File: config.mk
export PLATFORM = sky130hd
export DESIGN_NAME = stats_sweep_counter
export DESIGN_NICKNAME = d
export VERILOG_FILES = /design/src/hdl/stats_sweep_counter.sv
export SDC_FILE = /design/constraint.sdc
export NUM_CORES = 1
export LEC_CHECK = 0
export ABC_AREA = 1
export BUFFER_PORTS_ARGS = -buffer_cell sky130_fd_sc_hd__buf_4
export CORE_AREA = 3 3 40 42
export CTS_CLUSTER_SIZE = 12
export DETAILED_ROUTE_END_ITERATION = 8
export DIE_AREA = 0 0 43 45
export PLACE_DENSITY_LB_ADDON = 0.05
export SLEW_MARGIN = 30
export SYNTH_ARGS = -nofsm -noshare
export SYNTH_HDL_FRONTEND = slang
export SYNTH_SLANG_ARGS = --single-unit
export TNS_END_PERCENT = 5
File: constraint.sdc
create_clock -name clk -period 1 [get_ports clk]
set_input_delay 0.2 -clock clk [delete_from_list [all_inputs] [get_ports clk]]
set_output_delay 0.2 -clock clk [all_outputs]
set_load 0.005 [all_outputs]
File: src/hdl/stats_sweep_counter.sv
// ------------------------------
// Index walker for the clear sweep, wraps after the last index
// ------------------------------
`timescale 1ns/100ps
`default_nettype none

module stats_sweep_counter #(
    parameter int ADDR_WID = 8
) (
    input  logic                clk,
    input  logic                reset,
    input  logic                enable,
    output logic [ADDR_WID-1:0] index,
    output logic                last
);

    always_ff @(posedge clk) begin
        if (reset) begin
            index <= '0;
        end else if (enable) begin
            index <= index + 1'b1;
        end
    end

    // All ones is the final table entry
    assign last = &index;

endmodule : stats_sweep_counter

`default_nettype wire

# Word-level counts from Yosys, hierarchy flattened
# Cells that the tools add are included.
[totals]
register_bits = 8
wordCells = 3
[classes]
add_sub_neg = 1
reduce_logical = 1
[op_table]
columns = ["cell", "count"]
rows = [
  ["adder 8 x 1 -> 8 bit (second input constant)", 1],
  ["AND reduction 8 bit", 1],
]

# Logic depth before layout (Yosys ltp)
[depth]
ltp_word = 1
ltp_mapped = 7
mapped_depth_nobuf = 7

# Worst setup path before layout
# No wires, ideal clock.
[synth_path]
path_type = "reg-to-reg"
from = "reg index[0]"
to = "reg index[4]"
setup_ns = 0.113
arrival_ns = 0.917
required_ns = 0.887
setup_slack_ns = -0.030
path_stages_with_launch = 7
path_buffers = 0
period_less_slack_ns = 1.030
cell_sequence = "dfxtp_1 > ha_1 > nand2_2 > nor2_2 > nand2_1 > nor2_1 > nor2_1"
[synth_via]
elab_chain_cells = 1
[synth_rtl]
columns = ["item", "line_no", "source"]
rows = [
  ["start, declared", "13", "output logic [ADDR_WID-1:0] index,"],
  ["start signal, assigned", "21", "index <= index + 1'b1;"],
  ["adder 8 x 1 -> 8 bit", "21", ""],
]
# No other way between the ends.
# A chain may end at the register's enable or synchronous reset.

# Worst setup path after layout
[layout_path]
from = "reg index[0]"
to = "out last"
[layout_via]
elab_chain_cells = 1
[layout_rtl]
columns = ["item", "line_no", "source"]
rows = [
  ["AND reduction 8 bit", "26", "assign last = &index;"],
  ["end, declared", "14", "output logic last"],
]
# No other way between the ends.

==> metrics.txt <==
gr usage total=10.7%; largest register by flop count=index; Starting DRT DRC Count=2; Largest register FFs=8; grt ovf=0; Logic pwr share=11.5%; met1 WL=412 um; fmax=between 0.8 and 0.9 GHz; H-tree depth=1; RSZ-0062 raised after global routing=yes; worst rel slew slack=82.6%; # diodes=0; Starting Density=between 20% and 30%; hold-fix buffers at CTS=0; Worst VDD drop=around 0.60 mV; Routed WL=898 um; mapped cell area=369 um2; most frequent cells in the layout=buf_4 (14), nand2_1 (13), nor2_1 (10); Fill cells=136; drt first pass iters=3; Max Transition Viols Final=0; routed wl met2=~430 um; Power Internal=505 uW; DR WL met3=just over 40 um; hpwl dp=~650 um; Setup Crit Path Kind=register to primary output; FP Rows=13; fin util=between 40% and 50%; delay-heaviest family, CP=flip-flops; Synth top area share=43.4%; synth unique cells=12; Synth Register Bits=8; worst-margin pin slew=around 0.26 ns; clock share of power=between 30% and 40%; Clk Latency, worst-skew pair=roughly 0.25 ns; CTS root buf=clkbuf_4; failing checks=setup timing; GP Congestion=between 0.6 and 0.7; startpoint types=register; Horiz. Die Dim=about 43 um; Largest regs=index: 8 flops; register share of total power=about half; synth warn=0; vias post-DR=between 400 and 500; crit path max-delay cell type=dfxtp_2; Worst Clk Skew=~0.0051 ns; WP data required=approximately 0.80 ns; drt drc=0; post-synth net total=between 50 and 60; Worst Hold Margin=between 0.15 and 0.2 ns; largest area contributor in the netlist=dfxtp_1; min cycle time layout=between 1 and 1.5 ns; die footprint=just under 2000 um2; status=complete, but fails checks; ANT nets after route=0; Final setup viols=9; Area Overhead vs Synth=71.2%; critical path fanouts, max=2; Worst-path clk slew=0.05 ns; Setup crit end kind=primary output; Port Buf Inserts=11; commonest non-fill, non-tap cell in the layout=buf_4; max incr delay on CP=0.35 ns; count of final hold-check violations=0; Leak=about 0.29 nW; height of the die=45 um; CTS tree=built; PwrDens=roughly 1000 nW/um2; clock tree buffer depth=2; setup ws final=-0.236 ns; highest routed layer=met4; Buf/Inv on CP=1; Final period util=124%; Tot Pwr=approximately 660 uW; first-pass GRT wire length=1.48 mm; DR WL/cell=between 9 and 10 um; Critical Path, Cell by Cell=ha_4 -> nand3_2 -> nor3_2 -> buf_4; Critical Path AT=approximately 1.0 ns; placed cell area=~540 um2; register area share after synthesis=~43%; nets=between 80 and 90; Avg Inst Size Synth=a little under 7 um2; Area contributors post-synth=dfxtp_1 (43%), nand2_1 (14%), nor2_1 (10%); Syn Inst Count=54; largest net degree at the start of global routing=9; total CTS buffers=3; Vias per Instance=between 4 and 5; Core Footprint=1280 um2; vias in the first global route=342; share of cells above drive strength 1=between 40% and 50%; CTS sink count=8; hold crit path type=primary input to register; Switching Power=~150 uW; max_cap viols=0; final instance area=~630 um2; initial antenna violation count=0; I/O pin cnt=12; switching power share of the total=a little under a quarter
per-layer routing:
layer / up-vias / track usage, %
met5: - / 0
met4: 0 / 7.23
met3: 2 / 3.59
met2: 10 / 14.7
met1: 178 / 14.1
li1: 221 / -
synth_stat cells:
cell type,instances
nand2_2,1
nor2_2,1
nand3_1,3
dfxtp_1,8
o21ai_0,3
a21oi_1,5
nor2_4,1
nor3_1,1
nor2_1,10
inv_1,6
ha_1,1
nand2_1,14
path summary, 6_finish.rpt:
path | slack [ns] | end | start | depth (start not counted)
setup / recovery | -0.24 | last | index[0]$_SDFFE_PP0P_ | 4
setup reg to reg | -0.07 | index[4]$_SDFFE_PP0P_ | index[0]$_SDFFE_PP0P_ | 8
hold reg to reg | 0.51 | index[6]$_SDFFE_PP0P_ | index[6]$_SDFFE_PP0P_ | 2
hold / removal | 0.17 | index[1]$_SDFFE_PP0P_ | enable | 2
logic make-up (layout without fill, tap and decap cells):
logic type / count (synthesis) / count (layout) / share of synthesized area, %
adders and majority gates: 1 / 1 / 3.39
DFF: 8 / 8 / 43.4
AOI/OAI and AO/OA: 8 / 8 / 10.8
and+or+nand+nor: 31 / 31 / 36.3
buffers and inverters: 6 / 29 / 6.10
power by group through the flow:
stage	Clock [mW]	Combinational, mW	Sequential [mW]
2_1_floorplan	0	0.0235	0.344
5_1_grt	0.283	0.0848	0.336
3_5_place_dp	0	0.0654	0.341
4_1_cts	0.263	0.0723	0.335
3_3_place_gp	0	0.0663	0.340
6_report	0.247	0.0761	0.336
repair_timing:
| item | CTS | global route |
|---|---|---|
| cloned | 0 | 0 |
| setup endpoints to repair | 11 | 14 |
| pin swaps | 2 | 3 |
| buffers inserted | 1 | 0 |
| gates resized for setup | 8 | 12 |
cell type report:
cell class	instances	area, um2	area share (%)
clock buffers	3	22.5	3.56
inverters	6	22.5	3.56
multi-input cells	40	225	35.6
flip-flops and latches	8	170	26.9
well taps	15	18.8	2.97
repair buffers	20	173	27.3
worst reg2reg max path: stages, from the launching register on:
cell     delay (ns)
dfxtp_2        0.35
ha_4           0.14
buf_4          0.11
nand2_4        0.06
nor2_4         0.09
nand2_1        0.08
nand2_1        0.06
nand2_1        0.04
nor2_1         0.08
metrics by stage:
stage / std cells / setup WS (ns) / TNS [ns]
after global routing: 92 / -0.327 / -1.20
after CTS: 92 / -0.303 / -0.751
after global placement: 88 / -0.0575 / -0.161
final: 92 / -0.236 / -0.501
after floorplan: 54 / 0.0140 / 0
after detailed placement: 88 / -0.0634 / -0.176
Power figures use the tool's default switching activity.
