===== src/hdl/xilinx_ram_pkg.sv =====
// ------------------------------
// Shared RAM options and the statistics entry layout.
// Counters are plain unsigned fields that wrap.
// ------------------------------
`default_nettype none

package xilinx_ram_pkg;

    // ------------------------------
    // RAM build options
    // ------------------------------
    typedef enum logic [1:0] {
        OPT_MODE_TIMING,
        OPT_MODE_LATENCY
    } opt_mode_t;

    // Extra registers behind the URAM output.
    // Total read latency is one plus this count
    function automatic int get_uram_rd_pipeline_stages(
        input int        addr_wid,
        input opt_mode_t opt_mode
    );
        if (opt_mode == OPT_MODE_LATENCY) begin
            return 0;
        end
        // Deeper arrays cascade more URAM blocks, so add a stage
        if (addr_wid <= 12) begin
            return 1;
        end
        return 2;
    endfunction

    // ------------------------------
    // Statistics entry
    // ------------------------------
    localparam int STATS_FIELD_WID = 32;

    // One RAM word per index
    typedef struct packed {
        logic [STATS_FIELD_WID-1:0] packets;
        logic [STATS_FIELD_WID-1:0] bytes;
    } stats_entry_t;

endpackage : xilinx_ram_pkg

`default_nettype wire


===== src/hdl/ram_port_if.sv =====
// ------------------------------
// One RAM port. Write when en and wr are both high,
// otherwise a read when en is high.
// ------------------------------
`timescale 1ns/100ps
`default_nettype none

interface ram_port_if #(
    parameter int ADDR_WID = 8,
    parameter int DATA_WID = 64
);
    logic                en;
    logic                wr;
    logic [ADDR_WID-1:0] addr;
    logic [DATA_WID-1:0] wr_data;
    logic [DATA_WID-1:0] rd_data;

    // Side that issues accesses
    modport controller (
        output en,
        output wr,
        output addr,
        output wr_data,
        input  rd_data
    );

    // RAM side
    modport memory (
        input  en,
        input  wr,
        input  addr,
        input  wr_data,
        output rd_data
    );

endinterface : ram_port_if

`default_nettype wire


===== src/hdl/stats_update_pipe.sv =====
// ------------------------------
// Read-modify-write of statistics entries. Queries see no forwarding;
// an update and a query in the same cycle are not supported.
// ------------------------------
`timescale 1ns/100ps
`default_nettype none

module stats_update_pipe #(
    parameter int                        ADDR_WID = 8,
    parameter xilinx_ram_pkg::opt_mode_t OPT_MODE = xilinx_ram_pkg::OPT_MODE_TIMING
) (
    input  logic                         clk,
    input  logic                         reset,
    input  logic                         clearing,
    input  logic                         ready,
    input  logic [ADDR_WID-1:0]          clear_index,
    input  logic                         update_strobe,
    input  logic [ADDR_WID-1:0]          update_index,
    input  logic [15:0]                  update_length,
    input  logic                         query_strobe,
    input  logic [ADDR_WID-1:0]          query_index,
    output logic                         query_valid,
    output xilinx_ram_pkg::stats_entry_t query_entry,
    ram_port_if.controller               rd_port,
    ram_port_if.controller               wr_port
);
    import xilinx_ram_pkg::*;

    localparam int RD_LATENCY = 1 + get_uram_rd_pipeline_stages(ADDR_WID, OPT_MODE);
    // Write-back history entries
    localparam int DEPTH = RD_LATENCY + 1;

    logic                  accept_update;
    logic                  accept_query;
    logic [ADDR_WID-1:0]   rd_index;

    logic [RD_LATENCY-1:0] flight_valid;
    logic                  flight_query  [RD_LATENCY];
    logic [ADDR_WID-1:0]   flight_index  [RD_LATENCY];
    logic [15:0]           flight_length [RD_LATENCY];

    logic [DEPTH-1:0]      hist_valid;
    logic [ADDR_WID-1:0]   hist_index [DEPTH];
    stats_entry_t          hist_entry [DEPTH];

    logic                  ret_valid;
    logic                  ret_query;
    logic [ADDR_WID-1:0]   ret_index;
    logic [15:0]           ret_length;
    logic                  writeback;
    stats_entry_t          base_entry;
    stats_entry_t          updated_entry;

    // ------------------------------
    // Issue on port A
    // ------------------------------
    assign accept_update = ready & update_strobe;
    assign accept_query  = ready & query_strobe;
    assign rd_index      = accept_query ? query_index : update_index;

    assign rd_port.en      = accept_update | accept_query;
    assign rd_port.wr      = 1'b0;
    assign rd_port.addr    = rd_index;
    assign rd_port.wr_data = '0;

    // ------------------------------
    // In-flight tracking and history
    // ------------------------------
    always_ff @(posedge clk) begin
        if (reset) begin
            flight_valid <= '0;
            hist_valid   <= '0;
        end else begin
            // Oldest stage drops off once its data has returned
            flight_valid <= RD_LATENCY'({flight_valid, rd_port.en});
            // One slot per cycle, so the history covers every write the RAM read missed
            hist_valid   <= {hist_valid[DEPTH-2:0], writeback};
        end
    end

    always_ff @(posedge clk) begin
        flight_query[0]  <= accept_query;
        flight_index[0]  <= rd_index;
        flight_length[0] <= update_length;
        for (int i = 1; i < RD_LATENCY; i++) begin
            flight_query[i]  <= flight_query[i-1];
            flight_index[i]  <= flight_index[i-1];
            flight_length[i] <= flight_length[i-1];
        end
    end

    always_ff @(posedge clk) begin
        hist_index[0] <= ret_index;
        hist_entry[0] <= updated_entry;
        for (int i = 1; i < DEPTH; i++) begin
            hist_index[i] <= hist_index[i-1];
            hist_entry[i] <= hist_entry[i-1];
        end
    end

    // Stage matching the cycle the RAM data lands
    assign ret_valid  = flight_valid[RD_LATENCY-1];
    assign ret_query  = flight_query[RD_LATENCY-1];
    assign ret_index  = flight_index[RD_LATENCY-1];
    assign ret_length = flight_length[RD_LATENCY-1];
    assign writeback  = ret_valid & ~ret_query;

    // ------------------------------
    // Merge and write back
    // ------------------------------
    // Oldest first, so the newest match wins
    always_comb begin
        base_entry = rd_port.rd_data;
        for (int i = DEPTH - 1; i >= 0; i--) begin
            if (hist_valid[i] && (hist_index[i] == ret_index)) begin
                base_entry = hist_entry[i];
            end
        end
    end

    assign updated_entry.packets = base_entry.packets + STATS_FIELD_WID'(1);
    assign updated_entry.bytes   = base_entry.bytes + STATS_FIELD_WID'(ret_length);

    // Clear sweep owns port B until ready
    assign wr_port.en      = clearing | writeback;
    assign wr_port.wr      = 1'b1;
    assign wr_port.addr    = clearing ? clear_index : ret_index;
    assign wr_port.wr_data = clearing ? '0 : updated_entry;

    // Query return
    assign query_valid = ret_valid & ret_query;
    assign query_entry = rd_port.rd_data;

endmodule : stats_update_pipe

`default_nettype wire


===== src/flat_wrapper.sv =====
// flat-port wrapper written by rule: the top's interface ports become plain ports
module stats_update_pipe_flat import xilinx_ram_pkg::*;
#(
    parameter int                        ADDR_WID = 8,
    parameter xilinx_ram_pkg::opt_mode_t OPT_MODE = xilinx_ram_pkg::OPT_MODE_TIMING
)
  (clk, reset, clearing, ready, clear_index, update_strobe, update_index, update_length, query_strobe, query_index, query_valid, query_entry, rd_port_en, rd_port_wr, rd_port_addr, rd_port_wr_data, rd_port_rd_data, wr_port_en, wr_port_wr, wr_port_addr, wr_port_wr_data, wr_port_rd_data);
  ram_port_if #(.ADDR_WID(ADDR_WID)) rd_port_i ();
  ram_port_if #(.ADDR_WID(ADDR_WID)) wr_port_i ();
  input  logic clk;
  input  logic reset;
  input  logic clearing;
  input  logic ready;
  input  logic [ADDR_WID-1:0] clear_index;
  input  logic update_strobe;
  input  logic [ADDR_WID-1:0] update_index;
  input  logic [15:0] update_length;
  input  logic query_strobe;
  input  logic [ADDR_WID-1:0] query_index;
  output logic query_valid;
  output xilinx_ram_pkg::stats_entry_t query_entry;
  output wire logic [$bits(rd_port_i.en)-1:0] rd_port_en;
  output wire logic [$bits(rd_port_i.wr)-1:0] rd_port_wr;
  output wire logic [$bits(rd_port_i.addr)-1:0] rd_port_addr;
  output wire logic [$bits(rd_port_i.wr_data)-1:0] rd_port_wr_data;
  input wire logic [$bits(rd_port_i.rd_data)-1:0] rd_port_rd_data;
  output wire logic [$bits(wr_port_i.en)-1:0] wr_port_en;
  output wire logic [$bits(wr_port_i.wr)-1:0] wr_port_wr;
  output wire logic [$bits(wr_port_i.addr)-1:0] wr_port_addr;
  output wire logic [$bits(wr_port_i.wr_data)-1:0] wr_port_wr_data;
  input wire logic [$bits(wr_port_i.rd_data)-1:0] wr_port_rd_data;
  assign rd_port_en = rd_port_i.en;
  assign rd_port_wr = rd_port_i.wr;
  assign rd_port_addr = rd_port_i.addr;
  assign rd_port_wr_data = rd_port_i.wr_data;
  assign rd_port_i.rd_data = rd_port_rd_data;
  assign wr_port_en = wr_port_i.en;
  assign wr_port_wr = wr_port_i.wr;
  assign wr_port_addr = wr_port_i.addr;
  assign wr_port_wr_data = wr_port_i.wr_data;
  assign wr_port_i.rd_data = wr_port_rd_data;
  stats_update_pipe #(.ADDR_WID(ADDR_WID), .OPT_MODE(OPT_MODE)) u_core (.clk(clk), .reset(reset), .clearing(clearing), .ready(ready), .clear_index(clear_index), .update_strobe(update_strobe), .update_index(update_index), .update_length(update_length), .query_strobe(query_strobe), .query_index(query_index), .query_valid(query_valid), .query_entry(query_entry), .rd_port(rd_port_i), .wr_port(wr_port_i));
endmodule

===== config.mk =====
export PLATFORM = sky130hd
export DESIGN_NAME = stats_update_pipe_flat
export DESIGN_NICKNAME = d
export VERILOG_FILES = /design/src/hdl/xilinx_ram_pkg.sv /design/src/hdl/ram_port_if.sv /design/src/hdl/stats_update_pipe.sv /design/src/flat_wrapper.sv
export SDC_FILE = /design/constraint.sdc
export NUM_CORES = 1
export LEC_CHECK = 0
export BUFFER_PORTS_ARGS = -buffer_cell sky130_fd_sc_hd__buf_2
export CAP_MARGIN = 20
export CORE_MARGIN = 4
export CORE_UTILIZATION = 25
export DETAILED_ROUTE_END_ITERATION = 6
export MAX_ROUTING_LAYER = met4
export PLACE_DENSITY_LB_ADDON = 0.1
export SYNTH_ARGS = -nofsm -noshare
export SYNTH_HDL_FRONTEND = slang
export SYNTH_SLANG_ARGS = --single-unit

===== constraint.sdc =====
create_clock -name clk -period 6.89 [get_ports clk]
set_input_delay 0.689 -clock clk [delete_from_list [all_inputs] [get_ports clk]]
set_output_delay 0.689 -clock clk [all_outputs]
set_load 0.1 [all_outputs]

Yosys cells after proc, flatten, opt, wreduce, memory -nomap -nowiden
Memory sizes are Yosys's and may differ from the RTL's.
Index checks and enable logic that the tools add are counted.
Operators by class
  add/subtract/negate cells: 2
  multipliers: 0
  div/mod/pow operators: 0
  $lt $le $gt $ge: 0
  eq/ne operators: 3
  shift operators: 0
  muxes and demuxes: 6
  bitwise gates (word level): 7
  reductions and logical operators: 3
Operator list (number)
  64-bit 2-to-1 mux: 4
  32-bit by 1-bit adder with 32-bit output, second input constant: 1
  32-bit by 16-bit adder with 32-bit output: 1
  8-bit == test: 3
  8-bit 2-to-1 mux: 2
  1-bit AND: 4
  1-bit logical AND: 3
  1-bit OR: 2
  1-bit inverter: 1
Word-level totals
  register bits: 5
  bits in latches: 0
  RAM bits: 266
  bits in read-only memories: 0
  input bits: 174
  output and inout bits: 213
  logic and storage cells: 28
  memories: 5
Memories
  u_core.hist_entry: depth 3, width 64, read ports 3, clocked after Yosys merged registers in 0, write ports 3, RTL line stats_update_pipe.sv:44  | stats_entry_t hist_entry [DEPTH];
  u_core.flight_length: depth 2, width 16, read ports 2, clocked after Yosys merged registers in 0, write ports 2, RTL line stats_update_pipe.sv:40  | logic [15:0] flight_length [RD_LATENCY];
  u_core.hist_index: depth 3, width 8, read ports 3, clocked after Yosys merged registers in 0, write ports 3, RTL line stats_update_pipe.sv:43  | logic [ADDR_WID-1:0] hist_index [DEPTH];
  u_core.flight_index: depth 2, width 8, read ports 2, clocked after Yosys merged registers in 0, write ports 2, RTL line stats_update_pipe.sv:39  | logic [ADDR_WID-1:0] flight_index [RD_LATENCY];
  u_core.flight_query: depth 2, width 1, read ports 2, clocked after Yosys merged registers in 0, write ports 2, RTL line stats_update_pipe.sv:38  | logic flight_query [RD_LATENCY];

Logic depth before layout (Yosys ltp)
An unclocked memory read counts as a cell.
  word-level depth: 8
  gate-level depth with buffers: 26
  depth with buffers taken out: 20

Worst setup path after synthesis
Ideal clock, no wire load.
  path kind: register -> output
  start: memory u_core.flight_index[1][6] (netlist: u_core.flight_index[0][14])
  end: output port wr_port_wr_data[31]
  arrival: 6.512 ns
  required time: 6.201 ns
  slack: -0.311 ns
  stages on the path, launching flop included: 23
  buffers on the path: 6
  cells stage by stage: dfxtp_1 > xnor2_1 > nand3_1 > nor4_1 > clkbuf_1 > buf_2 > buf_1 > buf_1 > buf_1 > clkbuf_1 > nand2_1 > o21ai_0 > ha_1 > and4_1 > a21oi_1 > o21ai_0 > a31oi_1 > nand4b_1 > a21oi_1 > o21ai_1 > nor3_1 > nand2_1 > o21ai_0
RTL lines
  from (decl): RTL line stats_update_pipe.sv:39
  to (decl): RTL line flat_wrapper.sv:30  | output wire logic [$bits(wr_port_i.wr_data)-1:0] wr_port_wr_data;

==> impl_metrics.csv <==
group,metric,value,unit
outcome,run_status,"completed",
die,floorplan.initialDensity,25.3,%
layout,design.final.nets,1642,
route,drt-pass1-iter-count,7,
power,p_leak,6.24,nW
worst_setup_path,timing.critical_path.fanout_max,5,
route,viasPerCell,4.50,
timing,fmax,160,MHz
route,drt-total-wl,38.5,mm
layout,stdcell_area,14700,µm²
die,dieWidth,225,µm
layout,area_growth,24.2,%
global_routing,antenna_found_initial,0,
timing,totalNegativeSetupSlack,0,ns
worst_setup_path,worstRegToRegCells,20,
global_routing,grt.overflow.total,0,
job,max_cap_viol_count,0,
clocking,numClockSinks,271,
place,routabilityCongestion,0.804,
global_routing,grt_first_pass_wirelength,57.4,mm
clocking,cts_max_path_buffers,3,
global_routing,track_usage,15.1,%
synthesis,postSynthCellCount,1260,
timing,period_share,90.6,%
worst_setup_path,timing.critical_path.arrival,5.56,ns
timing,setup_repair_after_global_routing_missed_its_margin,"false",
place,dpl.hpwl,27.8,mm
timing,slew_headroom,51.3,%
clocking,clock_tree_from_tritoncts,"yes",
timing,report.final.hold_viol_count,0,
timing,setup_viol_count_final,0,
synthesis,number_of_synthesized_flops_with_an_enable_pin,0,
place,number_of_buffer_cells_added_on_primary_ports,256,
power,power_density,325,nW/µm²
place,place_inst,2019,
clocking,cts_resized,0,
die,floorplan.io_pins,387,
route,routed-via-count,9363,
synthesis,ys_seq_area_share,46.0,%
synthesis,yosys_register_bits,271,
hold_path,timing.hold.worst.class,"input port to flop",
clocking,clk_pin_slew_worst_paths,0.06,ns
timing,worst_slew_pin_slew,0.724,ns
die,fp.dieH,225,µm
synthesis,synth_async_sr_flop_share,0,%
global_routing,pin_count_of_the_biggest_net_entering_global_routing,57,
layout,layout-drive-gt1-share,26.1,%
die,core.rowCount,79,
global_routing,grt_pass1_vias,9431,
synthesis,synth_flop_cell,"dfxtp_1",
route,initialDrtViolationCount,395,
worst_setup_path,crit_path_end_kind,"output pin",
place,placed_area,13400,µm²
synthesis,ys.warnings.count,0,
clocking,postCtsHoldBufs,0,
route,detail_route.drc_violations,0,
hold_path,timing.hold.worst_path_depth,1,
timing,finalCriticalPeriod,6.25,ns
timing,clock-skew-final,0.0178,ns
timing,hold_ws,0.262,ns
timing,layout_setup_ws,0.645,ns
clocking,cts_max_level,2,
layout,stdcell_count,2082,
worst_setup_path,critical_path_class,"flop to output pin",
synthesis,synth_cell_types,67,
synthesis,syn_avg_cell_area,9.36,µm²
clocking,ctsRootBufferMaster,"clkbuf_16",
timing,maxSlewViolCount,0,
die,die-area,50700,µm²
clocking,numCtsBuffers,34,
clocking,insertion_delay,0.53,ns
place,pre_cts_ws,0.957,ns
worst_setup_path,critPathLaunchType,"flop",
route,drt-wirelength-per-cell,18.5,µm
worst_setup_path,critPathRequiredTime,6.20,ns
die,core_region_area,46600,µm²
route,drtAntennaViolNets,0,
synthesis,synth_area,11800,µm²
power,ir_worst_vdd,0.000162,V
[layout by cell type (no fill, tap or decap), types with 16 or more instances in the layout]
master	netlist	final
mux2i_1	20	20
buf_4	132	28
nor3_1	18	16
conb_1	2	66
inv_1	21	21
clkbuf_16	0	35
nor4_1	22	20
ha_1	18	18
dfxtp_1	271	271
o31a_1	18	18
a21oi_1	57	57
a31oi_1	21	21
nand3_1	36	35
o21ai_0	64	63
mux2_2	16	16
nor2b_1	64	61
buf_12	0	20
xor2_1	16	16
nor2_1	42	42
a211oi_1	17	17
nand2_1	104	104
nand4_1	23	23
a21o_1	18	18
xnor2_1	57	57
o31ai_1	16	16
buf_2	11	237
[critical path, cell delays in order (launching register included)]
cell      delay (ns)
dfxtp_1         0.43
xor2_1          0.14
or3_1           0.46
nor3_4          0.22
buf_12          0.15
nand2_1         0.05
nand3_1         0.06
o21ai_0         0.08
o21ai_0         0.18
ha_1            0.19
inv_1           0.06
fa_1            0.43
nor2b_1         0.14
o21a_1          0.14
o21ai_0         0.15
a211oi_1        0.26
buf_4           0.17
a31o_2          0.18
a31oi_1         0.20
nor2b_1         0.32
nand3_1         0.13
xnor2_1         0.23
nor2b_1         0.40
buf_12          0.23
[kinds of logic after synthesis]
kind of cell	synth area share [%]
AOI/OAI and AO/OA	15.6
xor gates and xnor gates	5.42
adders and majority gates	2.08
buffers and inverters	11.2
DFF	46.0
muxes	3.41
other	0.0637
and+or+nand+nor	16.2
[registers in the layout (all words and copies together), names as in the netlist]
name,flops
u_core.hist_entry,192
u_core.flight_index,16
u_core.flight_query,2
u_core.flight_valid,2
u_core.hist_valid,3
u_core.flight_length,32
u_core.hist_index,24
[synth_stat cells, types with 3 or more instances]
| library cell | instances | share of area (%) |
|---|---|---|
| nor3_1 | 18 | 0.76 |
| o21ai_1 | 5 | 0.21 |
| nand4_1 | 23 | 1.2 |
| buf_2 | 11 | 0.47 |
| nor2b_1 | 64 | 3.4 |
| o21bai_1 | 5 | 0.32 |
| a22oi_1 | 5 | 0.32 |
| nand2_1 | 104 | 3.3 |
| ha_1 | 18 | 1.9 |
| buf_1 | 10 | 0.32 |
| a211o_1 | 4 | 0.30 |
| or3_1 | 8 | 0.42 |
| mux2_2 | 16 | 1.5 |
| nand3_1 | 36 | 1.5 |
| a211oi_1 | 17 | 1.1 |
| mux2i_1 | 20 | 1.7 |
| nand2b_1 | 9 | 0.48 |
| and4_1 | 4 | 0.30 |
| xor2_1 | 16 | 1.2 |
| buf_4 | 132 | 8.4 |
| a311oi_1 | 9 | 0.67 |
| a32oi_1 | 4 | 0.30 |
| a21oi_1 | 57 | 2.4 |
| or2_2 | 3 | 0.16 |
| o21ai_0 | 64 | 2.7 |
| nor4_1 | 22 | 1.2 |
| clkbuf_1 | 43 | 1.4 |
| a31oi_1 | 21 | 1.1 |
| dfxtp_1 | 271 | 46 |
| o21a_1 | 7 | 0.45 |
| and3_1 | 8 | 0.42 |
| o31ai_1 | 16 | 1.0 |
| and2_1 | 5 | 0.27 |
| xnor2_1 | 57 | 4.2 |
| inv_1 | 21 | 0.67 |
| nor2_1 | 42 | 1.3 |
| o31a_1 | 18 | 1.3 |
| a21o_1 | 18 | 1.1 |
| o211ai_1 | 4 | 0.25 |
| a2bb2oi_1 | 9 | 0.67 |
[final timing paths]
kind / start / to / slack (ns)
hold reg to reg: u_core.flight_length[0][7] / u_core.flight_length[0][23] / 0.32
hold / removal: update_length[6] / u_core.flight_length[0][6] / 0.26
setup / recovery: u_core.flight_index[0][8] / wr_port_wr_data[22] / 0.64
setup reg to reg: u_core.flight_index[0][14] / u_core.hist_entry[0][31] / 2.24
[metal layers]
layer	vias to the layer above	track usage, %	part of all wire, %
met3	52	2.75	5.5
met2	257	23.9	46
met4	0	4.05	1.9
met1	4422	19.9	47
met5	-	-	0
li1	4632	-	-
[timing repair]
| action | in CTS | in global routing |
|---|---|---|
| hold endpoints to repair | 0 | 0 |
| setup buffers | 0 | 1 |
| endpoints found under the setup margin | 0 | 1 |
[power breakdown]
part | total (mW) | leakage (nW) | internal [mW] | switching, mW
Clock | 1.99 | 0.614 | 1.29 | 0.701
Sequential | 1.78 | 2.29 | 1.71 | 0.0633
Combinational | 1.00 | 3.34 | 0.203 | 0.801
Total | 4.77 | 6.24 | 3.20 | 1.57
[layout make-up]
type | count | area (µm²)
Fill cell | 4885 | 31900
Sequential cell | 271 | 5430
Multi-Input combinational cell | 836 | 5330
Timing Repair Buffer | 285 | 1800
Clock buffer | 44 | 960
Tap cell | 607 | 759
Clock inverter | 17 | 298
Inverter | 21 | 78.8
Antenna cell | 1 | 2.50
[through the flow]
stage / utilization, % / total power, mW
6_report: 31.5 / 4.77
5_1_grt: 31.5 / 4.96
4_1_cts: 31.4 / 4.85
3_5_place_dp: 28.7 / 2.82
3_3_place_gp: 28.7 / 2.82
2_1_floorplan: - / 2.65
No activity file was read; power rests on OpenSTA's default activity.
